==> src/alloc_pkg.sv <==
// Pool geometry constants and vector typedefs for the pointer allocator
package alloc_pkg;

    // ----------------------------------------------------------
    // Pool geometry
    // ----------------------------------------------------------

    // Pointer is {row, col}, row in the high bits
    localparam int PTR_WID  = 8;

    // State memory shape, one bit per pointer
    localparam int NUM_COLS = 16;
    localparam int NUM_ROWS = 16;

    // Index widths derived from the shape
    localparam int COL_WID  = $clog2(NUM_COLS);
    localparam int ROW_WID  = $clog2(NUM_ROWS);

    // ----------------------------------------------------------
    // Vector types
    // ----------------------------------------------------------

    // One buffer pointer
    typedef logic [PTR_WID-1:0]  ptr_t;

    // State memory row address
    typedef logic [ROW_WID-1:0]  row_t;

    // Bit position within a row
    typedef logic [COL_WID-1:0]  col_t;

    // One row of free flags, 1 = free
    typedef logic [NUM_COLS-1:0] vec_t;

    // Pointer count or limit, one bit wider so it holds the full pool
    typedef logic [PTR_WID:0]    count_t;

    // Monitor event counter
    typedef logic [15:0]         stat_t;

endpackage

==> src/alloc_bv_core.sv <==
// Allocator core: scan FSM, read-modify-write FSM, read-tag delay line, alloc and dealloc queues
`timescale 1ns/1ps

module alloc_bv_core #(
    parameter int ALLOC_Q_DEPTH   = 8,
    parameter int DEALLOC_Q_DEPTH = 8,
    parameter int MEM_RD_LATENCY  = 2
) (
    input  logic              clk,
    input  logic              srst,
    input  logic              en,
    input  logic              scan_en,
    input  alloc_pkg::count_t ptr_limit,
    input  logic              alloc_req,
    output logic              alloc_rdy,
    output alloc_pkg::ptr_t   alloc_ptr,
    input  logic              dealloc_req,
    output logic              dealloc_rdy,
    input  alloc_pkg::ptr_t   dealloc_ptr,
    output logic              mem_rd,
    output alloc_pkg::row_t   mem_rd_row,
    input  alloc_pkg::vec_t   mem_rd_data,
    output logic              mem_wr,
    output alloc_pkg::row_t   mem_wr_row,
    output alloc_pkg::vec_t   mem_wr_data,
    input  logic              mem_init_done,
    output logic              mon_alloc,
    output logic              mon_dealloc,
    output logic              mon_alloc_err,
    output logic              mon_dealloc_err
);
    import alloc_pkg::*;

    typedef enum logic [3:0] {
        ENG_RESET, ENG_IDLE, ENG_DEALLOC, ENG_ALLOC, ENG_RD_REQ,
        ENG_RD_WAIT, ENG_MODIFY, ENG_WR, ENG_DONE, ENG_ERROR
    } eng_state_t;

    typedef enum logic [2:0] {
        SCAN_RESET, SCAN_IDLE, SCAN_RD_REQ, SCAN_RD_WAIT,
        SCAN_CHECK, SCAN_NEXT, SCAN_HOLD
    } scan_state_t;

    eng_state_t  eng_state;
    eng_state_t  eng_nxt;
    scan_state_t scan_state;
    scan_state_t scan_nxt;

    // Queue handshakes
    logic alloc_q_wr;
    logic alloc_q_wr_rdy;
    logic dealloc_q_rd;
    logic dealloc_q_vld;
    ptr_t dealloc_q_data;

    // Engine datapath
    logic eng_rd;
    logic eng_modify;
    logic eng_wr;
    logic eng_done;
    logic eng_err;
    logic op_alloc;
    ptr_t eng_ptr;
    vec_t eng_vec;
    vec_t eng_wr_vec;
    vec_t col_mask;
    logic bit_is_target;

    // Scanner datapath
    logic scan_rd;
    logic scan_check;
    logic scan_next;
    logic scan_claim;
    logic scan_hit;
    row_t scan_row;
    col_t scan_col;
    col_t hit_col;
    vec_t scan_vec;

    // Limit boundary
    ptr_t last_ptr;
    row_t last_row;
    col_t last_col;

    // Read tags, scan bit set for scanner reads
    logic [MEM_RD_LATENCY-1:0] tag_vld;
    logic [MEM_RD_LATENCY-1:0] tag_scan;
    logic                      eng_rd_ack;
    logic                      scan_rd_ack;

    // ----------------------------------------------------------
    // Queues
    // ----------------------------------------------------------

    // Claimed pointer pushed in the claim cycle
    fifo_sync #(
        .DATA_WID ( PTR_WID ),
        .DEPTH    ( ALLOC_Q_DEPTH )
    ) u_alloc_q (
        .clk,
        .srst,
        .wr      ( alloc_q_wr ),
        .wr_data ( {scan_row, scan_col} ),
        .wr_rdy  ( alloc_q_wr_rdy ),
        .rd      ( alloc_req ),
        .rd_vld  ( alloc_rdy ),
        .rd_data ( alloc_ptr )
    );

    fifo_sync #(
        .DATA_WID ( PTR_WID ),
        .DEPTH    ( DEALLOC_Q_DEPTH )
    ) u_dealloc_q (
        .clk,
        .srst,
        .wr      ( dealloc_req ),
        .wr_data ( dealloc_ptr ),
        .wr_rdy  ( dealloc_rdy ),
        .rd      ( dealloc_q_rd ),
        .rd_vld  ( dealloc_q_vld ),
        .rd_data ( dealloc_q_data )
    );

    // ----------------------------------------------------------
    // Memory access and read tags
    // ----------------------------------------------------------

    assign mem_rd      = eng_rd || scan_rd;
    // Engine owns the read port when it reads
    assign mem_rd_row  = eng_rd ? eng_ptr[COL_WID +: ROW_WID] : scan_row;
    assign mem_wr      = eng_wr;
    assign mem_wr_row  = eng_ptr[COL_WID +: ROW_WID];
    assign mem_wr_data = eng_wr_vec;

    always_ff @(posedge clk) begin
        if (srst) begin
            tag_vld <= '0;
        end else begin
            tag_vld[0] <= mem_rd;
            for (int i = 1; i < MEM_RD_LATENCY; i++) begin
                tag_vld[i] <= tag_vld[i-1];
            end
        end
    end

    always_ff @(posedge clk) begin
        tag_scan[0] <= !eng_rd;
        for (int i = 1; i < MEM_RD_LATENCY; i++) begin
            tag_scan[i] <= tag_scan[i-1];
        end
    end

    // Steer the return to its owner
    assign eng_rd_ack  = tag_vld[MEM_RD_LATENCY-1] && !tag_scan[MEM_RD_LATENCY-1];
    assign scan_rd_ack = tag_vld[MEM_RD_LATENCY-1] &&  tag_scan[MEM_RD_LATENCY-1];

    // ----------------------------------------------------------
    // Read-modify-write engine
    // ----------------------------------------------------------

    always_ff @(posedge clk) begin
        if (srst) begin
            eng_state <= ENG_RESET;
        end else begin
            eng_state <= eng_nxt;
        end
    end

    always_comb begin
        eng_nxt      = eng_state;
        dealloc_q_rd = 1'b0;
        alloc_q_wr   = 1'b0;
        eng_rd       = 1'b0;
        eng_modify   = 1'b0;
        eng_wr       = 1'b0;
        eng_done     = 1'b0;
        eng_err      = 1'b0;
        case (eng_state)
            ENG_RESET: begin
                if (mem_init_done) eng_nxt = ENG_IDLE;
            end
            ENG_IDLE: begin
                // Deallocation first
                if (dealloc_q_vld) begin
                    eng_nxt = ENG_DEALLOC;
                end else if (en && alloc_q_wr_rdy && scan_state == SCAN_HOLD) begin
                    eng_nxt = ENG_ALLOC;
                end
            end
            ENG_DEALLOC: begin
                dealloc_q_rd = 1'b1;
                eng_nxt      = ENG_RD_REQ;
            end
            ENG_ALLOC: begin
                // Claim: pointer goes to the queue now
                alloc_q_wr = 1'b1;
                eng_nxt    = ENG_RD_REQ;
            end
            ENG_RD_REQ: begin
                eng_rd  = 1'b1;
                eng_nxt = ENG_RD_WAIT;
            end
            ENG_RD_WAIT: begin
                if (eng_rd_ack) eng_nxt = ENG_MODIFY;
            end
            ENG_MODIFY: begin
                eng_modify = 1'b1;
                eng_nxt    = bit_is_target ? ENG_ERROR : ENG_WR;
            end
            ENG_WR: begin
                eng_wr  = 1'b1;
                eng_nxt = ENG_DONE;
            end
            ENG_DONE: begin
                eng_done = 1'b1;
                eng_nxt  = ENG_IDLE;
            end
            ENG_ERROR: begin
                // Write skipped, bit left as found
                eng_err = 1'b1;
                eng_nxt = ENG_IDLE;
            end
            default: eng_nxt = ENG_RESET;
        endcase
    end

    // Latch operation and pointer
    always_ff @(posedge clk) begin
        if (eng_state == ENG_DEALLOC) begin
            op_alloc <= 1'b0;
            eng_ptr  <= dealloc_q_data;
        end else if (eng_state == ENG_ALLOC) begin
            op_alloc <= 1'b1;
            eng_ptr  <= {scan_row, scan_col};
        end
    end

    always_ff @(posedge clk) begin
        if (eng_rd) col_mask <= vec_t'(1) << eng_ptr[0 +: COL_WID];
        if (eng_rd_ack) eng_vec <= mem_rd_data;
        // Allocate clears the bit, deallocate sets it
        if (eng_modify) eng_wr_vec <= op_alloc ? (eng_vec & ~col_mask) : (eng_vec | col_mask);
    end

    // Target is 0 for allocate, 1 for deallocate
    assign bit_is_target = ((eng_vec & col_mask) != '0) == !op_alloc;

    // ----------------------------------------------------------
    // Scanner
    // ----------------------------------------------------------

    always_ff @(posedge clk) begin
        if (srst) begin
            scan_state <= SCAN_RESET;
        end else begin
            scan_state <= scan_nxt;
        end
    end

    always_comb begin
        scan_nxt   = scan_state;
        scan_rd    = 1'b0;
        scan_check = 1'b0;
        scan_next  = 1'b0;
        scan_claim = 1'b0;
        case (scan_state)
            SCAN_RESET: begin
                if (mem_init_done) scan_nxt = SCAN_IDLE;
            end
            SCAN_IDLE: begin
                if (scan_en) scan_nxt = SCAN_RD_REQ;
            end
            SCAN_RD_REQ: begin
                // Only while the engine is idle, so no claimed write is still pending
                if (eng_state == ENG_IDLE) begin
                    scan_rd  = 1'b1;
                    scan_nxt = SCAN_RD_WAIT;
                end
            end
            SCAN_RD_WAIT: begin
                if (scan_rd_ack) scan_nxt = SCAN_CHECK;
            end
            SCAN_CHECK: begin
                scan_check = 1'b1;
                scan_nxt   = scan_hit ? SCAN_HOLD : SCAN_NEXT;
            end
            SCAN_NEXT: begin
                scan_next = 1'b1;
                scan_nxt  = SCAN_IDLE;
            end
            SCAN_HOLD: begin
                // Wait for the engine to claim, then look again
                if (eng_state == ENG_ALLOC) begin
                    scan_claim = 1'b1;
                    scan_nxt   = SCAN_CHECK;
                end
            end
            default: scan_nxt = SCAN_RESET;
        endcase
    end

    // Last pointer within the limit, zero or oversize means the whole pool
    assign last_ptr = (ptr_limit == '0 || ptr_limit > count_t'(NUM_ROWS * NUM_COLS)) ?
                      '1 : ptr_t'(ptr_limit - 1'b1);
    assign last_row = last_ptr[COL_WID +: ROW_WID];
    assign last_col = last_ptr[0 +: COL_WID];

    // Row walk wraps after the last row in use
    always_ff @(posedge clk) begin
        if (srst) begin
            scan_row <= '0;
        end else if (scan_next) begin
            scan_row <= (scan_row >= last_row) ? '0 : scan_row + 1'b1;
        end
    end

    // Local row copy; claimed bit marked used
    always_ff @(posedge clk) begin
        if (scan_rd_ack) begin
            scan_vec <= mem_rd_data;
        end else if (scan_claim) begin
            scan_vec[scan_col] <= 1'b0;
        end
    end

    // Lowest free column within the limit
    always_comb begin
        scan_hit = 1'b0;
        hit_col  = '0;
        for (int i = NUM_COLS - 1; i >= 0; i--) begin
            if (scan_vec[i] && (scan_row < last_row ||
                                (scan_row == last_row && col_t'(i) <= last_col))) begin
                scan_hit = 1'b1;
                hit_col  = col_t'(i);
            end
        end
    end

    always_ff @(posedge clk) begin
        if (scan_check) scan_col <= hit_col;
    end

    // ----------------------------------------------------------
    // Monitor strobes
    // ----------------------------------------------------------

    assign mon_alloc       = alloc_req && alloc_rdy;
    assign mon_dealloc     = eng_done && !op_alloc;
    assign mon_alloc_err   = eng_err && op_alloc;
    assign mon_dealloc_err = eng_err && !op_alloc;

endmodule

==> src/alloc_mon.sv <==
// Allocator event counters and in-use pointer count
`timescale 1ns/1ps

module alloc_mon (
    input  logic              clk,
    input  logic              srst,
    input  logic              mon_alloc,
    input  logic              mon_dealloc,
    input  logic              mon_alloc_err,
    input  logic              mon_dealloc_err,
    output alloc_pkg::stat_t  alloc_count,
    output alloc_pkg::stat_t  dealloc_count,
    output alloc_pkg::stat_t  err_count,
    output alloc_pkg::count_t in_use
);
    // Event counters saturate at all-ones
    always_ff @(posedge clk) begin
        if (srst) begin
            alloc_count   <= '0;
            dealloc_count <= '0;
            err_count     <= '0;
        end else begin
            if (mon_alloc && alloc_count != '1) begin
                alloc_count <= alloc_count + 1'b1;
            end
            if (mon_dealloc && dealloc_count != '1) begin
                dealloc_count <= dealloc_count + 1'b1;
            end
            // Errors of both kinds share one counter
            if ((mon_alloc_err || mon_dealloc_err) && err_count != '1) begin
                err_count <= err_count + 1'b1;
            end
        end
    end

    // Pointers handed out and not yet returned
    always_ff @(posedge clk) begin
        if (srst) begin
            in_use <= '0;
        end else begin
            case ({mon_alloc, mon_dealloc})
                2'b10: in_use <= in_use + 1'b1;
                // Queued pointers may come back without a handout, so no wrap below zero
                2'b01: in_use <= (in_use != '0) ? in_use - 1'b1 : in_use;
                default: in_use <= in_use;
            endcase
        end
    end

endmodule

==> src/bv_mem.sv <==
// Bit-vector state RAM with reset-time initializer and fixed-latency read pipeline
`timescale 1ns/1ps

module bv_mem #(
    parameter int MEM_RD_LATENCY = 2
) (
    input  logic            clk,
    input  logic            srst,
    input  logic            mem_rd,
    input  alloc_pkg::row_t mem_rd_row,
    output alloc_pkg::vec_t mem_rd_data,
    input  logic            mem_wr,
    input  alloc_pkg::row_t mem_wr_row,
    input  alloc_pkg::vec_t mem_wr_data,
    output logic            mem_init_done
);
    import alloc_pkg::*;

    vec_t mem     [NUM_ROWS];
    vec_t rd_pipe [MEM_RD_LATENCY];
    row_t init_row;

    // ----------------------------------------------------------
    // Initializer
    // ----------------------------------------------------------

    // One row per cycle after reset, then done
    always_ff @(posedge clk) begin
        if (srst) begin
            init_row      <= '0;
            mem_init_done <= 1'b0;
        end else if (!mem_init_done) begin
            init_row <= init_row + 1'b1;
            if (init_row == row_t'(NUM_ROWS - 1)) begin
                mem_init_done <= 1'b1;
            end
        end
    end

    // ----------------------------------------------------------
    // Storage
    // ----------------------------------------------------------

    // Init sweep marks every pointer free; core writes only after that
    always_ff @(posedge clk) begin
        if (!mem_init_done) begin
            mem[init_row] <= '1;
        end else if (mem_wr) begin
            mem[mem_wr_row] <= mem_wr_data;
        end
    end

    // ----------------------------------------------------------
    // Read pipeline
    // ----------------------------------------------------------

    // Row sampled at request, then shifted through the remaining stages
    always_ff @(posedge clk) begin
        if (mem_rd) begin
            rd_pipe[0] <= mem[mem_rd_row];
        end
        for (int i = 1; i < MEM_RD_LATENCY; i++) begin
            rd_pipe[i] <= rd_pipe[i-1];
        end
    end

    // Valid exactly MEM_RD_LATENCY cycles after mem_rd
    assign mem_rd_data = rd_pipe[MEM_RD_LATENCY-1];

endmodule

==> src/fifo_sync.sv <==
// Synchronous first-word-fall-through FIFO
`timescale 1ns/1ps

module fifo_sync #(
    parameter int DATA_WID = 8,
    parameter int DEPTH    = 8
) (
    input  logic                clk,
    input  logic                srst,
    input  logic                wr,
    input  logic [DATA_WID-1:0] wr_data,
    output logic                wr_rdy,
    input  logic                rd,
    output logic                rd_vld,
    output logic [DATA_WID-1:0] rd_data
);
    // Pointer width, at least one bit even for a single entry
    localparam int ADDR_WID = (DEPTH > 1) ? $clog2(DEPTH) : 1;
    localparam int CNT_WID  = $clog2(DEPTH + 1);

    logic [DATA_WID-1:0] mem [DEPTH];
    logic [ADDR_WID-1:0] wr_ptr;
    logic [ADDR_WID-1:0] rd_ptr;
    logic [CNT_WID-1:0]  count;
    logic                wr_en;
    logic                rd_en;

    // Status from occupancy
    assign wr_rdy = (count != CNT_WID'(DEPTH));
    assign rd_vld = (count != '0);

    // Writes while full and reads while empty are dropped
    assign wr_en = wr && wr_rdy;
    assign rd_en = rd && rd_vld;

    // Head word always visible
    assign rd_data = mem[rd_ptr];

    // Storage
    always_ff @(posedge clk) begin
        if (wr_en) begin
            mem[wr_ptr] <= wr_data;
        end
    end

    // Pointers and occupancy
    always_ff @(posedge clk) begin
        if (srst) begin
            wr_ptr <= '0;
            rd_ptr <= '0;
            count  <= '0;
        end else begin
            // Circular wrap at DEPTH, not necessarily a power of two
            if (wr_en) begin
                wr_ptr <= (wr_ptr == ADDR_WID'(DEPTH - 1)) ? '0 : wr_ptr + 1'b1;
            end
            if (rd_en) begin
                rd_ptr <= (rd_ptr == ADDR_WID'(DEPTH - 1)) ? '0 : rd_ptr + 1'b1;
            end
            // Simultaneous push and pop leaves count unchanged
            case ({wr_en, rd_en})
                2'b10:   count <= count + 1'b1;
                2'b01:   count <= count - 1'b1;
                default: count <= count;
            endcase
        end
    end

endmodule

==> src/ptr_alloc_top.sv <==
// Pointer allocator top level: core, state memory and monitor
`timescale 1ns/1ps

module ptr_alloc_top #(
    parameter int ALLOC_Q_DEPTH   = 8,
    parameter int DEALLOC_Q_DEPTH = 8,
    parameter int MEM_RD_LATENCY  = 2
) (
    input  logic              clk,
    input  logic              srst,
    input  logic              en,
    input  logic              scan_en,
    input  alloc_pkg::count_t ptr_limit,
    input  logic              alloc_req,
    output logic              alloc_rdy,
    output alloc_pkg::ptr_t   alloc_ptr,
    input  logic              dealloc_req,
    output logic              dealloc_rdy,
    input  alloc_pkg::ptr_t   dealloc_ptr,
    output logic              ready,
    output alloc_pkg::stat_t  alloc_count,
    output alloc_pkg::stat_t  dealloc_count,
    output alloc_pkg::stat_t  err_count,
    output alloc_pkg::count_t in_use
);
    import alloc_pkg::*;

    // Core to memory
    logic mem_rd;
    row_t mem_rd_row;
    vec_t mem_rd_data;
    logic mem_wr;
    row_t mem_wr_row;
    vec_t mem_wr_data;
    logic mem_init_done;

    // Core to monitor
    logic mon_alloc;
    logic mon_dealloc;
    logic mon_alloc_err;
    logic mon_dealloc_err;

    // Ready once every pointer is marked free
    assign ready = mem_init_done;

    alloc_bv_core #(
        .ALLOC_Q_DEPTH   ( ALLOC_Q_DEPTH ),
        .DEALLOC_Q_DEPTH ( DEALLOC_Q_DEPTH ),
        .MEM_RD_LATENCY  ( MEM_RD_LATENCY )
    ) u_core (
        .clk, .srst, .en, .scan_en, .ptr_limit,
        .alloc_req, .alloc_rdy, .alloc_ptr,
        .dealloc_req, .dealloc_rdy, .dealloc_ptr,
        .mem_rd, .mem_rd_row, .mem_rd_data,
        .mem_wr, .mem_wr_row, .mem_wr_data, .mem_init_done,
        .mon_alloc, .mon_dealloc, .mon_alloc_err, .mon_dealloc_err
    );

    bv_mem #(
        .MEM_RD_LATENCY ( MEM_RD_LATENCY )
    ) u_mem (
        .clk, .srst,
        .mem_rd, .mem_rd_row, .mem_rd_data,
        .mem_wr, .mem_wr_row, .mem_wr_data, .mem_init_done
    );

    alloc_mon u_mon (
        .clk, .srst,
        .mon_alloc, .mon_dealloc, .mon_alloc_err, .mon_dealloc_err,
        .alloc_count, .dealloc_count, .err_count, .in_use
    );

endmodule

==> config.mk <==
export PLATFORM = sky130hd
export DESIGN_NAME = ptr_alloc_top
export DESIGN_NICKNAME = d
export VERILOG_FILES = /design/src/alloc_pkg.sv /design/src/alloc_bv_core.sv /design/src/alloc_mon.sv /design/src/bv_mem.sv /design/src/fifo_sync.sv /design/src/ptr_alloc_top.sv
export SDC_FILE = /design/constraint.sdc
export NUM_CORES = 1
export LEC_CHECK = 0
export BUFFER_PORTS_ARGS = -buffer_cell sky130_fd_sc_hd__buf_2
export CAP_MARGIN = 25
export CORE_ASPECT_RATIO = 1.25
export CORE_MARGIN = 5
export CORE_UTILIZATION = 32
export CTS_CLUSTER_DIAMETER = 60
export DETAILED_ROUTE_END_ITERATION = 8
export SLEW_MARGIN = 20
export SYNTH_ARGS = -nofsm -noshare
export SYNTH_HDL_FRONTEND = slang
export SYNTH_HIERARCHICAL = 1
export SYNTH_SLANG_ARGS = --single-unit
export TNS_END_PERCENT = 20
==> constraint.sdc <==
create_clock -name clk -period 5.6 [get_ports clk]
set_input_delay 1.4 -clock clk [delete_from_list [all_inputs] [get_ports clk]]
set_output_delay 1.4 -clock clk [all_outputs]
set_load 0.005 [all_outputs]
==> Implementation_results.wiki, run 1 <==
{| class="wikitable"
! Metric !! Value
|-
| Run status || completed
|-
| Number of pins exceeding their max-slew limit in the final report || 0
|-
| Standby leakage power || 0.00965 uW
|-
| Detail Route Antenna Nets || 0
|-
| Slowest stage delay, CP || 0.67 ns
|-
| TritonCTS clock tree || yes
|-
| Number of antenna violations at the first check in global routing || 0
|-
| Ports placed on the boundary || 91
|-
| Transition time at the pin with the least slew margin || 1.03 ns
|-
| Overflow left after global routing || 0
|-
| Worst Hold Endpoint || u_core/tag_scan[1]$_DFF_P_
|-
| Met3 routed wirelength || 2.64 mm
|-
| Sum of internal, switching and leakage power || 8930 uW
|-
| Average cell area after synthesis || 15.0 um2
|-
| Critical path data arrival time || 4.95 ns
|-
| Post_cts resized || 0
|-
| Via count of the first global-routing pass || 15100
|-
| Count of nets after finishing || 1847
|-
| Slowest stage cell, crit path || sky130_fd_sc_hd__o311ai_0
|-
| Per-cell routed wire length || 19.9 um
|-
| Cell taking the most area after synthesis || sky130_fd_sc_hd__edfxtp_1
|-
| Worst hold path class || flop to flop
|-
| Longest Clk Path Bufs || 3
|-
| Sink count of the clock tree || 596
|-
| Antenna diode count || 0
|-
| WHS Path Cells || 0
|-
| Top flip-flop cell by instance count after synthesis || sky130_fd_sc_hd__edfxtp_1
|-
| Maximum number of pins on one net before global-route repair || 58
|-
| PD cells || 309 nW/um2
|-
| Unrepaired setup endpoints after global routing || no
|-
| Hold Violations, Final || 0
|-
| Setup-violating endpoint count in the final report || 0
|-
| Synth Register Bits || 596
|-
| Area share of the leading cell type in the synthesized netlist || 56.2%
|-
| Skew-Pair Late Insertion Delay || 0.61 ns
|-
| Final min period || 4.65 ns
|-
| Cells on worst reg2reg path || 9
|-
| Clock Pin Slew Worst Setup and Hold Paths || 0.07 ns
|-
| H-tree level count || 2
|-
| Number of buffers added on ports || 90
|-
| Setup slack of the critical path after layout || 0.948 ns
|-
| Aggregate routed wire length || 57.6 mm
|-
| Max-cap violation count || 0
|-
| Critical path class || input pin to flop
|-
| Overall die height || 325 um
|-
| Flop-to-flop setup slack || 1.78 ns
|-
| Worst Path Max Fanout || 8
|-
| Highest routing layer actually used || met4
|-
| Overall routing resource usage || 13.0%
|-
| Total setup buffers inserted after CTS || 0
|-
| Hold buffer count at CTS || 0
|-
| Net count of the mapped netlist || 1750
|-
| Layout overhead on the synthesized area || 13.7%
|-
| Share of layout cells above drive strength 1 || 20.7%
|-
| Number of library cell types mapped by synthesis || 99
|-
| Detailed-placement wirelength estimate || 36.6 mm
|-
| Fillcell total || 7429
|-
| Setup tns final || 0 ns
|-
| Required @ worst endpoint || 5.90 ns
|-
| Pre-CTS setup slack || 0.485 ns
|-
| Post-synth EDFFs || 476
|-
| Final critical-path share of the clock period || 83.1%
|-
| Cell Rows || 115
|-
| Die extent in x || 262 um
|-
| Total standard cell area after synthesis || 25500 um2
|-
| Most used standard cell by instance count after synthesis || sky130_fd_sc_hd__edfxtp_1
|-
| Slew margin rel. || 31.5%
|-
| Synthesized netlist cell count || 1701
|-
| Bufs and invs on worst path || 2
|-
| Root buf cell || sky130_fd_sc_hd__clkbuf_16
|-
| Overall die area || 85300 um2
|-
| Element type at the critical path end || flop
|-
| Reg-to-reg critical path endpoint || u_mem/rd_pipe[0][11]$_DFFE_PP_
|-
| DR iter-0 viols || 1215
|-
| Starting density of the core || 32.3%
|-
| Via count || 15000
|-
| Sequential share of the synthesized area || 65.6%
|-
| Number of buffers created by CTS || 53
|-
| Count of warnings emitted by yosys || 6
|-
| Core area || 78900 um2
|-
| Wire length on met1 || 22.7 mm
|-
| Vias per std cell || 5.17
|-
| Global placer's final weighted congestion || 0.858
|-
| DRC viols || 0
|-
| CP cell instances || buf_2, inv_1, ha_1, nor4b_4, nand3_1, nor2_1, a21oi_1, o21ai_0, ha_1, and2b_2, o211a_1, nor2_1, and2b_2, o311ai_0, a221oi_1
|-
| Top cell family by delay on the critical path || simple AND/OR/NAND/NOR gates
|-
| CP startpoint || ptr_limit[0]
|-
| Total stage count of the critical path || 15
|-
| Start of the worst register-to-register path || u_core/eng_state[1]$_SDFFE_PP0P_
|-
| Met2 WL || 30.8 mm
|-
| Worst vdd ir || 0.221 mV
|-
| Post-route clock skew || 0.0189 ns
|-
| 1st-pass router iterations || 6
|-
| Achievable clock frequency || 215 MHz
|-
| Category of the worst setup path launch point || input pin
|-
| Top cells by area in the synthesized netlist || sky130_fd_sc_hd__edfxtp_1 (56%), sky130_fd_sc_hd__dfxtp_1 (9.4%), sky130_fd_sc_hd__mux4_2 (5.0%), sky130_fd_sc_hd__mux4_1 (4.1%), sky130_fd_sc_hd__mux2_2 (1.7%)
|-
| Wire length of the first global-routing pass || 88.9 mm
|-
| Commonest cells post-synth || sky130_fd_sc_hd__edfxtp_1 (476), sky130_fd_sc_hd__dfxtp_1 (120), sky130_fd_sc_hd__nand2_1 (116)
|-
| Hold path startpoint || u_core/tag_scan[0]$_DFF_P_
|-
| Share of synthesized flip-flops with an asynchronous set or reset || 0%
|}
==> through the flow <==
step | util (%) | hold slack, ns | std cells | area, um2
after detailed placement | 34.3 | 0.314 | 2793 | 27100
after CTS | 36.6 | 0.330 | 2893 | 28900
after global routing | 36.7 | 0.335 | 2896 | 28900
final | 36.7 | 0.332 | 2896 | 28900
after floorplan | - | 0.310 | 1701 | 25500
after global placement | 34.3 | 0.317 | 2792 | 27100
==> sequential cells by signal, summed over array words and instances, names as in the netlist, 8 cells and up, named ones only <==
| name | cells |
|---|---|
| u_core/u_dealloc_q/mem | 64 |
| u_mon/alloc_count | 16 |
| u_core/col_mask | 16 |
| u_core/eng_ptr | 8 |
| u_mon/err_count | 16 |
| u_mon/dealloc_count | 16 |
| u_core/eng_vec | 16 |
| u_mem/mem | 256 |
| u_mem/rd_pipe | 32 |
| u_core/u_alloc_q/mem | 64 |
| u_core/scan_vec | 16 |
| u_mon/in_use | 9 |
| u_core/mem_wr_data | 16 |
==> placed cells by master, fill, tap and decap left out, types with 20 or more instances in the layout <==
| cell type | count |
|---|---|
| sky130_fd_sc_hd__nand3_1 | 36 |
| sky130_fd_sc_hd__dfxtp_1 | 120 |
| sky130_fd_sc_hd__inv_1 | 42 |
| sky130_fd_sc_hd__buf_2 | 91 |
| sky130_fd_sc_hd__nand2_1 | 115 |
| sky130_fd_sc_hd__edfxtp_1 | 476 |
| sky130_fd_sc_hd__mux4_1 | 40 |
| sky130_fd_sc_hd__a22oi_1 | 38 |
| sky130_fd_sc_hd__clkbuf_16 | 53 |
| sky130_fd_sc_hd__nor2_1 | 83 |
| sky130_fd_sc_hd__ha_1 | 26 |
| sky130_fd_sc_hd__mux4_2 | 56 |
| sky130_fd_sc_hd__nor2b_1 | 32 |
| sky130_fd_sc_hd__a21oi_1 | 66 |
| sky130_fd_sc_hd__or2_2 | 20 |
| sky130_fd_sc_hd__buf_4 | 39 |
| sky130_fd_sc_hd__mux2_2 | 39 |
| sky130_fd_sc_hd__nor3_1 | 30 |
| sky130_fd_sc_hd__o21ai_0 | 60 |
| sky130_fd_sc_hd__nand2b_1 | 23 |
| sky130_fd_sc_hd__mux2i_1 | 27 |
==> power by group <==
| part | internal (uW) | switching (uW) | leakage, uW |
|---|---|---|---|
| Sequential | 4780 | 21.1 | 0.00543 |
| Clock | 2200 | 1640 | 0.000888 |
| Combinational | 95.1 | 199 | 0.00334 |
| Total | 7070 | 1860 | 0.00965 |
==> cell type report <==
cell class | count | area [um2] | share of cell area (%)
inverter | 42 | 158 | 0.545
tap | 1053 | 1320 | 4.55
timing repair buffer | 134 | 831 | 2.87
clock buffer | 63 | 1380 | 4.78
multi-input combinational | 971 | 8100 | 28.0
clock inverter | 37 | 452 | 1.56
sequential | 596 | 16700 | 57.7
==> cells by family after synthesis <==
family	Yosys count	synth area share (%)
buf+inv	134	2.88
simple gates	477	10.0
flops	596	65.6
compound gates	284	7.56
fa+ha+maj	26	1.28
mux	168	12.1
xor+xnor	16	0.551
==> metal layers <==
| metal | GRT usage (%) | vias to the layer above |
|---|---|---|
| met5 | 0 | - |
| met4 | 3.97 | 0 |
| met3 | 1.75 | 89 |
| met2 | 23.9 | 445 |
| met1 | 15.7 | 7542 |
| li1 | - | 6885 |
==> how the worst max path moves through the flow <==
stage / slack [ns] / end
after floorplan: 1.12 / u_core/scan_col[0]$_SDFFCE_PP0P_
after global placement: 0.61 / u_core/scan_col[0]$_SDFFCE_PP0P_
after detailed placement: 0.49 / u_core/scan_state[0]$_SDFFE_PP0P_
after CTS: 1.05 / u_core/scan_col[0]$_SDFFCE_PP0P_
after global routing: 0.55 / u_core/scan_state[0]$_SDFFE_PP0P_
final: 0.95 / u_core/scan_col[2]$_SDFFCE_PP0P_
==> worst register-to-register path, stage by stage (launching register included) <==
cell	delay, ns
sky130_fd_sc_hd__dfxtp_1	0.37
sky130_fd_sc_hd__nor2_1	0.19
sky130_fd_sc_hd__nand3_1	0.31
sky130_fd_sc_hd__inv_1	0.75
sky130_fd_sc_hd__nand2_1	0.22
sky130_fd_sc_hd__o21ai_4	0.29
sky130_fd_sc_hd__buf_12	0.41
sky130_fd_sc_hd__mux4_1	0.67
sky130_fd_sc_hd__a22oi_1	0.27
sky130_fd_sc_hd__nand2_1	0.09
No activity file was read; power rests on OpenSTA's default activity.
==> inputs of run 2 (changes only) <==
--- a/config.mk
+++ b/config.mk
@@ -5,6 +5,7 @@
 export SDC_FILE = /design/constraint.sdc
 export NUM_CORES = 1
 export LEC_CHECK = 0
+export ABC_AREA = 1
 export BUFFER_PORTS_ARGS = -buffer_cell sky130_fd_sc_hd__buf_2
 export CAP_MARGIN = 25
 export CORE_ASPECT_RATIO = 1.25
==> constraint.sdc (replaced) <==
create_clock -name clk -period 4.8 [get_ports clk]
set_input_delay 1.2 -clock clk [delete_from_list [all_inputs] [get_ports clk]]
set_output_delay 1.2 -clock clk [all_outputs]
set_load 0.005 [all_outputs]
==> Implementation_results.wiki, run 2 <==
{| class="wikitable"
! Metric !! Value
|-
| Commonest non-fill, non-tap cell in the layout || sky130_fd_sc_hd__nand2_1 (was sky130_fd_sc_hd__edfxtp_1)
|-
| Overflow left after global routing || 0 (unchanged)
|-
| Setup slack of the critical path after layout || 1.05 ns (was 0.948 ns)
|-
| Detail Route Antenna Nets || 0 (unchanged)
|-
| Cell taking the most area after synthesis || sky130_fd_sc_hd__edfxtp_1 (unchanged)
|-
| Area occupied by multi-input gates || 8120 um2 (was 8100 um2)
|-
| Per-cell routed wire length || 15.9 um (was 19.9 um)
|-
| Global placer's final weighted congestion || 0.839 (was 0.858)
|-
| Total standard cell area after synthesis || 26800 um2 (was 25500 um2)
|-
| Worst hold path class || flop to flop (unchanged)
|-
| Post-synth EDFFs || 476 (unchanged)
|-
| Number of buffers created by CTS || 55 (was 53)
|-
| Total setup buffers inserted after CTS || 0 (unchanged)
|-
| Area of placed instances || 28300 um2 (was 27100 um2)
|-
| Required @ worst endpoint || 5.16 ns (was 5.90 ns)
|-
| Die extent in x || 269 um (was 262 um)
|-
| Layout overhead on the synthesized area || 12.6% (was 13.7%)
|-
| Sequential standard cell area || 16700 um2 (unchanged)
|-
| Wire length of the first global-routing pass || 99.6 mm (was 88.9 mm)
|-
| Top flip-flop cell by instance count after synthesis || sky130_fd_sc_hd__edfxtp_1 (unchanged)
|-
| Number of antenna violations at the first check in global routing || 0 (unchanged)
|-
| Via count || 18400 (was 15000)
|-
| 1st-pass router iterations || 7 (was 6)
|-
| Worst vdd ir || 0.244 mV (was 0.221 mV)
|-
| Antenna diode count || 0 (unchanged)
|-
| Run status || completed (unchanged)
|-
| Post_cts resized || 0 (unchanged)
|-
| Final cell count without fillers || 3953 (was 2896)
|-
| Share of synthesized flip-flops with an asynchronous set or reset || 0% (unchanged)
|-
| Commonest cells post-synth || sky130_fd_sc_hd__nand2_1 (701), sky130_fd_sc_hd__edfxtp_1 (476), sky130_fd_sc_hd__inv_1 (349) (was sky130_fd_sc_hd__edfxtp_1 (476), sky130_fd_sc_hd__dfxtp_1 (120), sky130_fd_sc_hd__nand2_1 (116))
|-
| Count of warnings emitted by yosys || 6 (unchanged)
|-
| Overall die area || 89700 um2 (was 85300 um2)
|-
| Complex-gate fraction of the synthesized area || 5.58% (was 7.56%)
|-
| Sink count of the clock tree || 596 (unchanged)
|-
| Hold Violations, Final || 0 (unchanged)
|-
| Number of library cell types mapped by synthesis || 56 (was 99)
|-
| Average cell area after synthesis || 9.71 um2 (was 15.0 um2)
|-
| Net count of the mapped netlist || 2810 (was 1750)
|-
| Hold buffer count at CTS || 0 (unchanged)
|-
| Via count of the first global-routing pass || 17900 (was 15100)
|-
| Transition time at the pin with the least slew margin || 1.07 ns (was 1.03 ns)
|-
| Count of nets after finishing || 2876 (was 1847)
|-
| Largest regs || u_mem/mem (256), u_core/u_alloc_q/mem (64), u_core/u_dealloc_q/mem (64) (unchanged)
|-
| Number of buffers added on ports || 90 (unchanged)
|-
| Unrepaired setup endpoints after global routing || no (unchanged)
|-
| Fillcell total || 8251 (was 7429)
|-
| Synthesized netlist cell count || 2761 (was 1701)
|-
| Core area || 83000 um2 (was 78900 um2)
|-
| Post-synthesis xor/xnor area fraction || 1.11% (was 0.551%)
|-
| H-tree level count || 2 (unchanged)
|-
| Final min period || 3.75 ns
|-
| Slew margin rel. || 28.5% (was 31.5%)
|-
| Ports placed on the boundary || 91 (unchanged)
|-
| Detailed-placement wirelength estimate || 40.3 mm (was 36.6 mm)
|-
| Achievable clock frequency || 267 MHz
|-
| Placed Instances || 3849 (was 2793)
|-
| Starting density of the core || 32.3% (about the same)
|-
| Number of pins exceeding their max-slew limit in the final report || 0 (unchanged)
|-
| Share of layout cells above drive strength 1 || 11.2% (was 20.7%)
|-
| Synth Area in Adders || 1.21% (was 1.28%)
|-
| Synth Register Bits || 596 (unchanged)
|-
| Standby leakage power || 0.0118 uW (was 0.00965 uW)
|-
| Sequential share of the synthesized area || 62.3% (was 65.6%)
|-
| Aggregate routed wire length || 63.0 mm (was 57.6 mm)
|-
| DRC viols || 0 (unchanged)
|-
| Category of the worst setup path launch point || input pin (unchanged)
|-
| Longest Clk Path Bufs || 3 (unchanged)
|-
| Worst Path Max Fanout || 9 (was 8)
|-
| Pre-CTS setup slack || 0.437 ns (was 0.485 ns)
|-
| Max-cap violation count || 0 (unchanged)
|-
| Cell Rows || 118 (was 115)
|-
| Commonest cells after routing, fill and taps aside || sky130_fd_sc_hd__nand2_1 (701), sky130_fd_sc_hd__edfxtp_1 (476), sky130_fd_sc_hd__inv_1 (347) (was sky130_fd_sc_hd__edfxtp_1 (476), sky130_fd_sc_hd__dfxtp_1 (120), sky130_fd_sc_hd__nand2_1 (115))
|-
| Overall routing resource usage || 13.8% (was 13.0%)
|-
| Area share of the leading cell type in the synthesized netlist || 53.3% (was 56.2%)
|-
| Final critical-path share of the clock period || 78.1%
|-
| Critical path class || input pin to flop (unchanged)
|-
| Top cells by area in the synthesized netlist || sky130_fd_sc_hd__edfxtp_1 (53%), sky130_fd_sc_hd__nand2_1 (9.8%), sky130_fd_sc_hd__dfxtp_1 (9.0%), sky130_fd_sc_hd__nand3_1 (5.4%), sky130_fd_sc_hd__inv_1 (4.9%) (was sky130_fd_sc_hd__edfxtp_1 (56%), sky130_fd_sc_hd__dfxtp_1 (9.4%), sky130_fd_sc_hd__mux4_2 (5.0%), sky130_fd_sc_hd__mux4_1 (4.1%), sky130_fd_sc_hd__mux2_2 (1.7%))
|-
| Fraction of synthesized area in multiplexers || 0.597% (was 12.1%)
|-
| Setup tns final || 0 ns (unchanged)
|-
| Overall die height || 334 um (was 325 um)
|-
| Critical path data arrival time || 4.10 ns (was 4.95 ns)
|-
| Skew-Pair Late Insertion Delay || 0.62 ns (was 0.61 ns)
|-
| Root buf cell || sky130_fd_sc_hd__clkbuf_16 (unchanged)
|-
| Setup-violating endpoint count in the final report || 0 (unchanged)
|-
| Most used standard cell by instance count after synthesis || sky130_fd_sc_hd__nand2_1 (was sky130_fd_sc_hd__edfxtp_1)
|-
| Largest family of logic cells by synthesized area || simple AND/OR/NAND/NOR gates (was multiplexers)
|-
| Clock Pin Slew Worst Setup and Hold Paths || 0.06 ns (was 0.07 ns)
|-
| Maximum number of pins on one net before global-route repair || 129 (was 58)
|-
| Max reg flops || 256 (unchanged)
|-
| Most flop-heavy register || u_mem/mem (unchanged)
|-
| PD cells || 383 nW/um2 (was 309 nW/um2)
|-
| Post-route clock skew || 0.0227 ns (was 0.0189 ns)
|-
| Post-route cell area || 30200 um2 (was 28900 um2)
|-
| Vias per std cell || 4.66 (was 5.17)
|-
| TritonCTS clock tree || yes (unchanged)
|-
| Sum of internal, switching and leakage power || 11600 uW (was 8930 uW)
|-
| Element type at the critical path end || flop (unchanged)
|-
| Fraction of the mapped netlist area in simple logic gates || 21.5% (was 10.0%)
|-
| DR iter-0 viols || 1217 (was 1215)
|}
-- run 2: changes by cell type after synthesis, moves of 39 or more --
| cell | change |
|---|---|
| sky130_fd_sc_hd__inv_1 | +307 |
| sky130_fd_sc_hd__mux2_2 | -39 |
| sky130_fd_sc_hd__nor2_1 | +140 |
| sky130_fd_sc_hd__nand2_1 | +585 |
| sky130_fd_sc_hd__nand3_1 | +251 |
| sky130_fd_sc_hd__mux4_1 | -40 |
| sky130_fd_sc_hd__mux4_2 | -56 |
-- run 2: final cells by class --
class,instances,share of cell area (%)
Clock buffer,75,5.08
Sequential cell,596,55.3
Inverter,362,4.51
Timing Repair Buffer,125,2.51
Multi-Input combinational cell,1687,26.9
Tap cell,1080,4.48
Clock inverter,28,1.20
-- run 2: cells by family (layout without fill, tap and decap cells) --
group / Yosys count / in the layout
XOR/XNOR: 34 / 34
adder cells (fa/ha/maj): 26 / 26
flip-flops: 596 / 596
AO/OA/AOI/OAI: 265 / 265
AND/OR/NAND/NOR: 1346 / 1346
buffers and inverters: 478 / 590
multiplexers: 16 / 16
-- run 2: per-stage QoR --
stage | util (%) | hold slack (ns)
final | 36.4 | 0.333
after global routing | 36.4 | 0.347
after CTS | 36.4 | 0.330
after detailed placement | 34.1 | 0.313
after global placement | 34.1 | 0.311
after floorplan | - | 0.310
-- run 2: worst max-delay path, stage by stage --
cell	delay [ns]
sky130_fd_sc_hd__buf_2	0.12
sky130_fd_sc_hd__nor2_1	0.12
sky130_fd_sc_hd__nand3_1	0.10
sky130_fd_sc_hd__or2_2	0.31
sky130_fd_sc_hd__nor3_1	0.17
sky130_fd_sc_hd__xor2_1	0.17
sky130_fd_sc_hd__nor2_1	0.06
sky130_fd_sc_hd__ha_1	0.28
sky130_fd_sc_hd__nand2_1	0.07
sky130_fd_sc_hd__inv_1	0.05
sky130_fd_sc_hd__a21oi_2	0.17
sky130_fd_sc_hd__inv_1	0.12
sky130_fd_sc_hd__nand2_2	0.19
sky130_fd_sc_hd__nand2_4	0.09
sky130_fd_sc_hd__inv_2	0.09
sky130_fd_sc_hd__nand3_1	0.12
sky130_fd_sc_hd__nand2_1	0.09
sky130_fd_sc_hd__nand2_1	0.05
sky130_fd_sc_hd__nand2_1	0.05
sky130_fd_sc_hd__nand2_1	0.04
sky130_fd_sc_hd__nand2_1	0.06
sky130_fd_sc_hd__nand2_1	0.05
sky130_fd_sc_hd__nand2_1	0.05
sky130_fd_sc_hd__nand2_1	0.05
sky130_fd_sc_hd__nand2_1	0.05
sky130_fd_sc_hd__nand2_1	0.05
sky130_fd_sc_hd__nand2_1	0.08
sky130_fd_sc_hd__a21oi_2	0.05
-- run 2: path summary, 6_finish.rpt --
path	slack [ns]	depth (start not counted)	from	endpoint
worst min register to register	0.33	0	u_core/tag_scan[0]$_DFF_P_	u_core/tag_scan[1]$_DFF_P_
worst max-delay path	1.05	28	ptr_limit[2]	u_core/scan_col[0]$_SDFFCE_PP0P_
worst max register to register	1.51	13	u_core/eng_state[2]$_SDFFE_PP0P_	u_mem/rd_pipe[0][14]$_DFFE_PP_
worst min-delay path	0.33	0	u_core/tag_scan[0]$_DFF_P_	u_core/tag_scan[1]$_DFF_P_
-- run 2: report_power, final --
part | internal (uW) | total [uW] | leakage [uW] | switching [uW]
Sequential | 5650 | 5810 | 0.00556 | 154
Clock | 2670 | 4580 | 0.000922 | 1910
Combinational | 410 | 1180 | 0.00528 | 767
-- run 2: per-layer routing --
metal  track usage (%)  wire [um]  up-vias
met3              2.32       2990      101
met1              16.9      26200     8729
met4              4.16       1800        0
met2              24.9      32000      370
li1                  -          -     9237
met5                 0          0        -
==> inputs of run 3 (changes only) <==
==> constraint.sdc (replaced) <==
create_clock -name clk -period 3.71 [get_ports clk]
set_input_delay 0.9275 -clock clk [delete_from_list [all_inputs] [get_ports clk]]
set_output_delay 0.9275 -clock clk [all_outputs]
set_load 0.005 [all_outputs]
==> Implementation_results.wiki, run 3 (synthesis results as in run 2) <==
{| class="wikitable"
! Metric !! Value
|-
| Sink count of the clock tree || 596 (unchanged)
|-
| Sequential fraction of design power || 49.8% (was 50.2%)
|-
| Hold Violations, Final || 0 (unchanged)
|-
| Category of the worst setup path launch point || input pin (unchanged)
|-
| Worst Path Max Fanout || 4 (was 9)
|-
| Worst vdd ir || 0.294 mV (was 0.244 mV)
|-
| Achievable clock frequency || 294 MHz
|-
| Required @ worst endpoint || 4.25 ns (was 5.16 ns)
|-
| Element type at the critical path end || flop (unchanged)
|-
| Overall routing resource usage || 13.7% (was 13.8%)
|-
| Count of nets after finishing || 2901 (was 2876)
|-
| Switching fraction of total power || 24.6% (was 24.5%)
|-
| Commonest cells after routing, fill and taps aside || sky130_fd_sc_hd__nand2_1 (701), sky130_fd_sc_hd__edfxtp_1 (476), sky130_fd_sc_hd__inv_1 (348) (was sky130_fd_sc_hd__nand2_1 (701), sky130_fd_sc_hd__edfxtp_1 (476), sky130_fd_sc_hd__inv_1 (347))
|-
| Slew margin rel. || 33.2% (was 28.5%)
|-
| Post-route cell area || 30400 um2 (was 30200 um2)
|-
| Number of antenna violations at the first check in global routing || 0 (unchanged)
|-
| Final min period || 3.40 ns
|-
| Core area || 83000 um2 (unchanged)
|-
| Cell Rows || 118 (unchanged)
|-
| Maximum number of pins on one net before global-route repair || 129 (unchanged)
|-
| Overall die height || 334 um (unchanged)
|-
| Share of power burned in the clock network || 39.7% (was 39.6%)
|-
| Antenna diode count || 0 (unchanged)
|-
| Max reg flops || 256 (unchanged)
|-
| Overflow left after global routing || 0 (unchanged)
|-
| Via count || 18500 (was 18400)
|-
| Pre-CTS setup slack || -0.256 ns (was 0.437 ns)
|-
| Post_cts resized || 0 (unchanged)
|-
| Aggregate routed wire length || 63.0 mm (about the same)
|-
| Critical path class || input pin to flop (unchanged)
|-
| Number of buffers added on ports || 90 (unchanged)
|-
| Vias per std cell || 4.65 (was 4.66)
|-
| Detail Route Antenna Nets || 0 (unchanged)
|-
| Setup slack of the critical path after layout || 0.313 ns (was 1.05 ns)
|-
| CP startpoint || ptr_limit[1] (was ptr_limit[2])
|-
| Global placer's final weighted congestion || 0.841 (was 0.839)
|-
| Area of placed instances || 28500 um2 (was 28300 um2)
|-
| Overall die area || 89700 um2 (unchanged)
|-
| Number of pins exceeding their max-slew limit in the final report || 0 (unchanged)
|-
| Per-cell routed wire length || 15.9 um (about the same)
|-
| Final critical-path share of the clock period || 91.6%
|-
| Total setup buffers inserted after CTS || 0 (unchanged)
|-
| Largest regs || u_mem/mem (256), u_core/u_alloc_q/mem (64), u_core/u_dealloc_q/mem (64) (unchanged)
|-
| 1st-pass router iterations || 6 (was 7)
|-
| Hold path startpoint || u_mem/rd_pipe[0][11]$_DFFE_PP_ (was u_core/tag_scan[0]$_DFF_P_)
|-
| Fillcell total || 8234 (was 8251)
|-
| Post-route core utilization || 36.6% (was 36.4%)
|-
| PD cells || 493 nW/um2 (was 383 nW/um2)
|-
| Starting density of the core || 32.3% (unchanged)
|-
| Net switching power || 3690 uW (was 2830 uW)
|-
| Critical path data arrival time || 3.94 ns (was 4.10 ns)
|-
| DR iter-0 viols || 1209 (was 1217)
|-
| Root buf cell || sky130_fd_sc_hd__clkbuf_16 (unchanged)
|-
| Standby leakage power || 0.0119 uW (was 0.0118 uW)
|-
| Detailed-placement wirelength estimate || 41.1 mm (was 40.3 mm)
|-
| Start of the worst register-to-register path || u_core/eng_state[2]$_SDFFE_PP0P_ (unchanged)
|-
| Layout overhead on the synthesized area || 13.3% (was 12.6%)
|-
| Ports placed on the boundary || 91 (unchanged)
|-
| Wire length of the first global-routing pass || 98.4 mm (was 99.6 mm)
|-
| Via count of the first global-routing pass || 17800 (was 17900)
|-
| Skew-Pair Late Insertion Delay || 0.61 ns (was 0.62 ns)
|-
| Post-route clock skew || 0.0169 ns (was 0.0227 ns)
|-
| Die extent in x || 269 um (unchanged)
|-
| Setup-violating endpoint count in the final report || 0 (unchanged)
|-
| Worst hold path class || flop to flop (unchanged)
|-
| Max-cap violation count || 0 (unchanged)
|-
| Run status || completed (unchanged)
|-
| Unrepaired setup endpoints after global routing || no (unchanged)
|-
| Share of layout cells above drive strength 1 || 12.2% (was 11.2%)
|-
| Clock Pin Slew Worst Setup and Hold Paths || 0.06 ns (about the same)
|-
| Number of buffers created by CTS || 55 (unchanged)
|-
| Most flop-heavy register || u_mem/mem (unchanged)
|-
| Int Power || 11300 uW (was 8730 uW)
|-
| Transition time at the pin with the least slew margin || 0.998 ns (was 1.07 ns)
|-
| Final hold slack || 0.338 ns (was 0.333 ns)
|-
| TritonCTS clock tree || yes (unchanged)
|-
| DRC viols || 0 (unchanged)
|-
| Hold buffer count at CTS || 0 (unchanged)
|-
| Longest Clk Path Bufs || 3 (unchanged)
|-
| H-tree level count || 2 (unchanged)
|-
| Commonest non-fill, non-tap cell in the layout || sky130_fd_sc_hd__nand2_1 (unchanged)
|-
| Share of power burned in combinational logic || 10.5% (was 10.2%)
|}
[run 3: cell types whose count changed in the layout (fill, tap and decap cells not counted), moves of 2 or more]
cell	delta
sky130_fd_sc_hd__clkinv_2	+4
sky130_fd_sc_hd__clkinvlp_4	+3
sky130_fd_sc_hd__clkinv_1	-2
sky130_fd_sc_hd__buf_4	+24
sky130_fd_sc_hd__clkbuf_8	-2
sky130_fd_sc_hd__clkbuf_1	-8
[run 3: per-stage QoR]
step | TNS (ns) | power [uW] | cells
4_1_cts | 0 | 15200 | 3975
3_3_place_gp | -0.609 | 9170 | 3874
6_report | 0 | 15000 | 3976
3_5_place_dp | -1.07 | 9180 | 3874
5_1_grt | 0 | 15600 | 3976
2_1_floorplan | 0 | 8760 | 2761
[run 3: final cells by class]
type,count,area (um2),share of cell area (%)
clock inverters,37,438,1.44
inverters,362,1360,4.48
flip-flops and latches,596,16700,55.0
repair buffers,150,955,3.14
well taps,1080,1350,4.45
multi-input cells,1687,8120,26.7
clock buffers,64,1450,4.77
[run 3: final timing paths]
path                            cells after the start                                end  slack, ns
worst max-delay path                               25  u_core/scan_state[0]$_SDFFE_PP0P_       0.31
worst min-delay path                                0       u_mem/rd_pipe[0][27]$_DFF_P_       0.34
worst max register to register                     12      u_mem/rd_pipe[0][6]$_DFFE_PP_       0.71
worst min register to register                      0       u_mem/rd_pipe[0][27]$_DFF_P_       0.34
[run 3: layer usage]
layer	share of wire [%]	track usage, %	vias to the layer above
met3	4.5	2.44	115
met2	52	25.2	353
met4	2.5	3.78	0
met5	0	0	-
met1	41	16.3	8732
li1	-	-	9279
[run 3: power groups by stage]
stage          clock, uW  sequential [uW]  combinational [uW]
5_1_grt             6370             7480                1790
6_report            5940             7460                1570
3_5_place_dp           0             7610                1580
3_3_place_gp           0             7600                1570
4_1_cts             6120             7460                1590
2_1_floorplan          0             7580                1170
[run 3: worst max-delay path, stage by stage]
cell and delay (ns):
sky130_fd_sc_hd__buf_2 0.10, sky130_fd_sc_hd__nor2_1 0.13, sky130_fd_sc_hd__nand3_1 0.11, sky130_fd_sc_hd__or2_2 0.31
sky130_fd_sc_hd__nor3_1 0.18, sky130_fd_sc_hd__xor2_1 0.18, sky130_fd_sc_hd__nor2_1 0.06, sky130_fd_sc_hd__ha_1 0.28
sky130_fd_sc_hd__nand2_1 0.05, sky130_fd_sc_hd__inv_1 0.08, sky130_fd_sc_hd__a21oi_2 0.07, sky130_fd_sc_hd__nor2_1 0.16
sky130_fd_sc_hd__nand2_4 0.09, sky130_fd_sc_hd__nand2_4 0.09, sky130_fd_sc_hd__inv_2 0.05, sky130_fd_sc_hd__buf_4 0.13
sky130_fd_sc_hd__o211ai_1 0.10, sky130_fd_sc_hd__nand2_1 0.10, sky130_fd_sc_hd__nor2_1 0.14, sky130_fd_sc_hd__nand2_1 0.10
sky130_fd_sc_hd__inv_1 0.09, sky130_fd_sc_hd__nand4_1 0.11, sky130_fd_sc_hd__nand3_1 0.11, sky130_fd_sc_hd__nand2_1 0.06
sky130_fd_sc_hd__a21oi_2 0.10
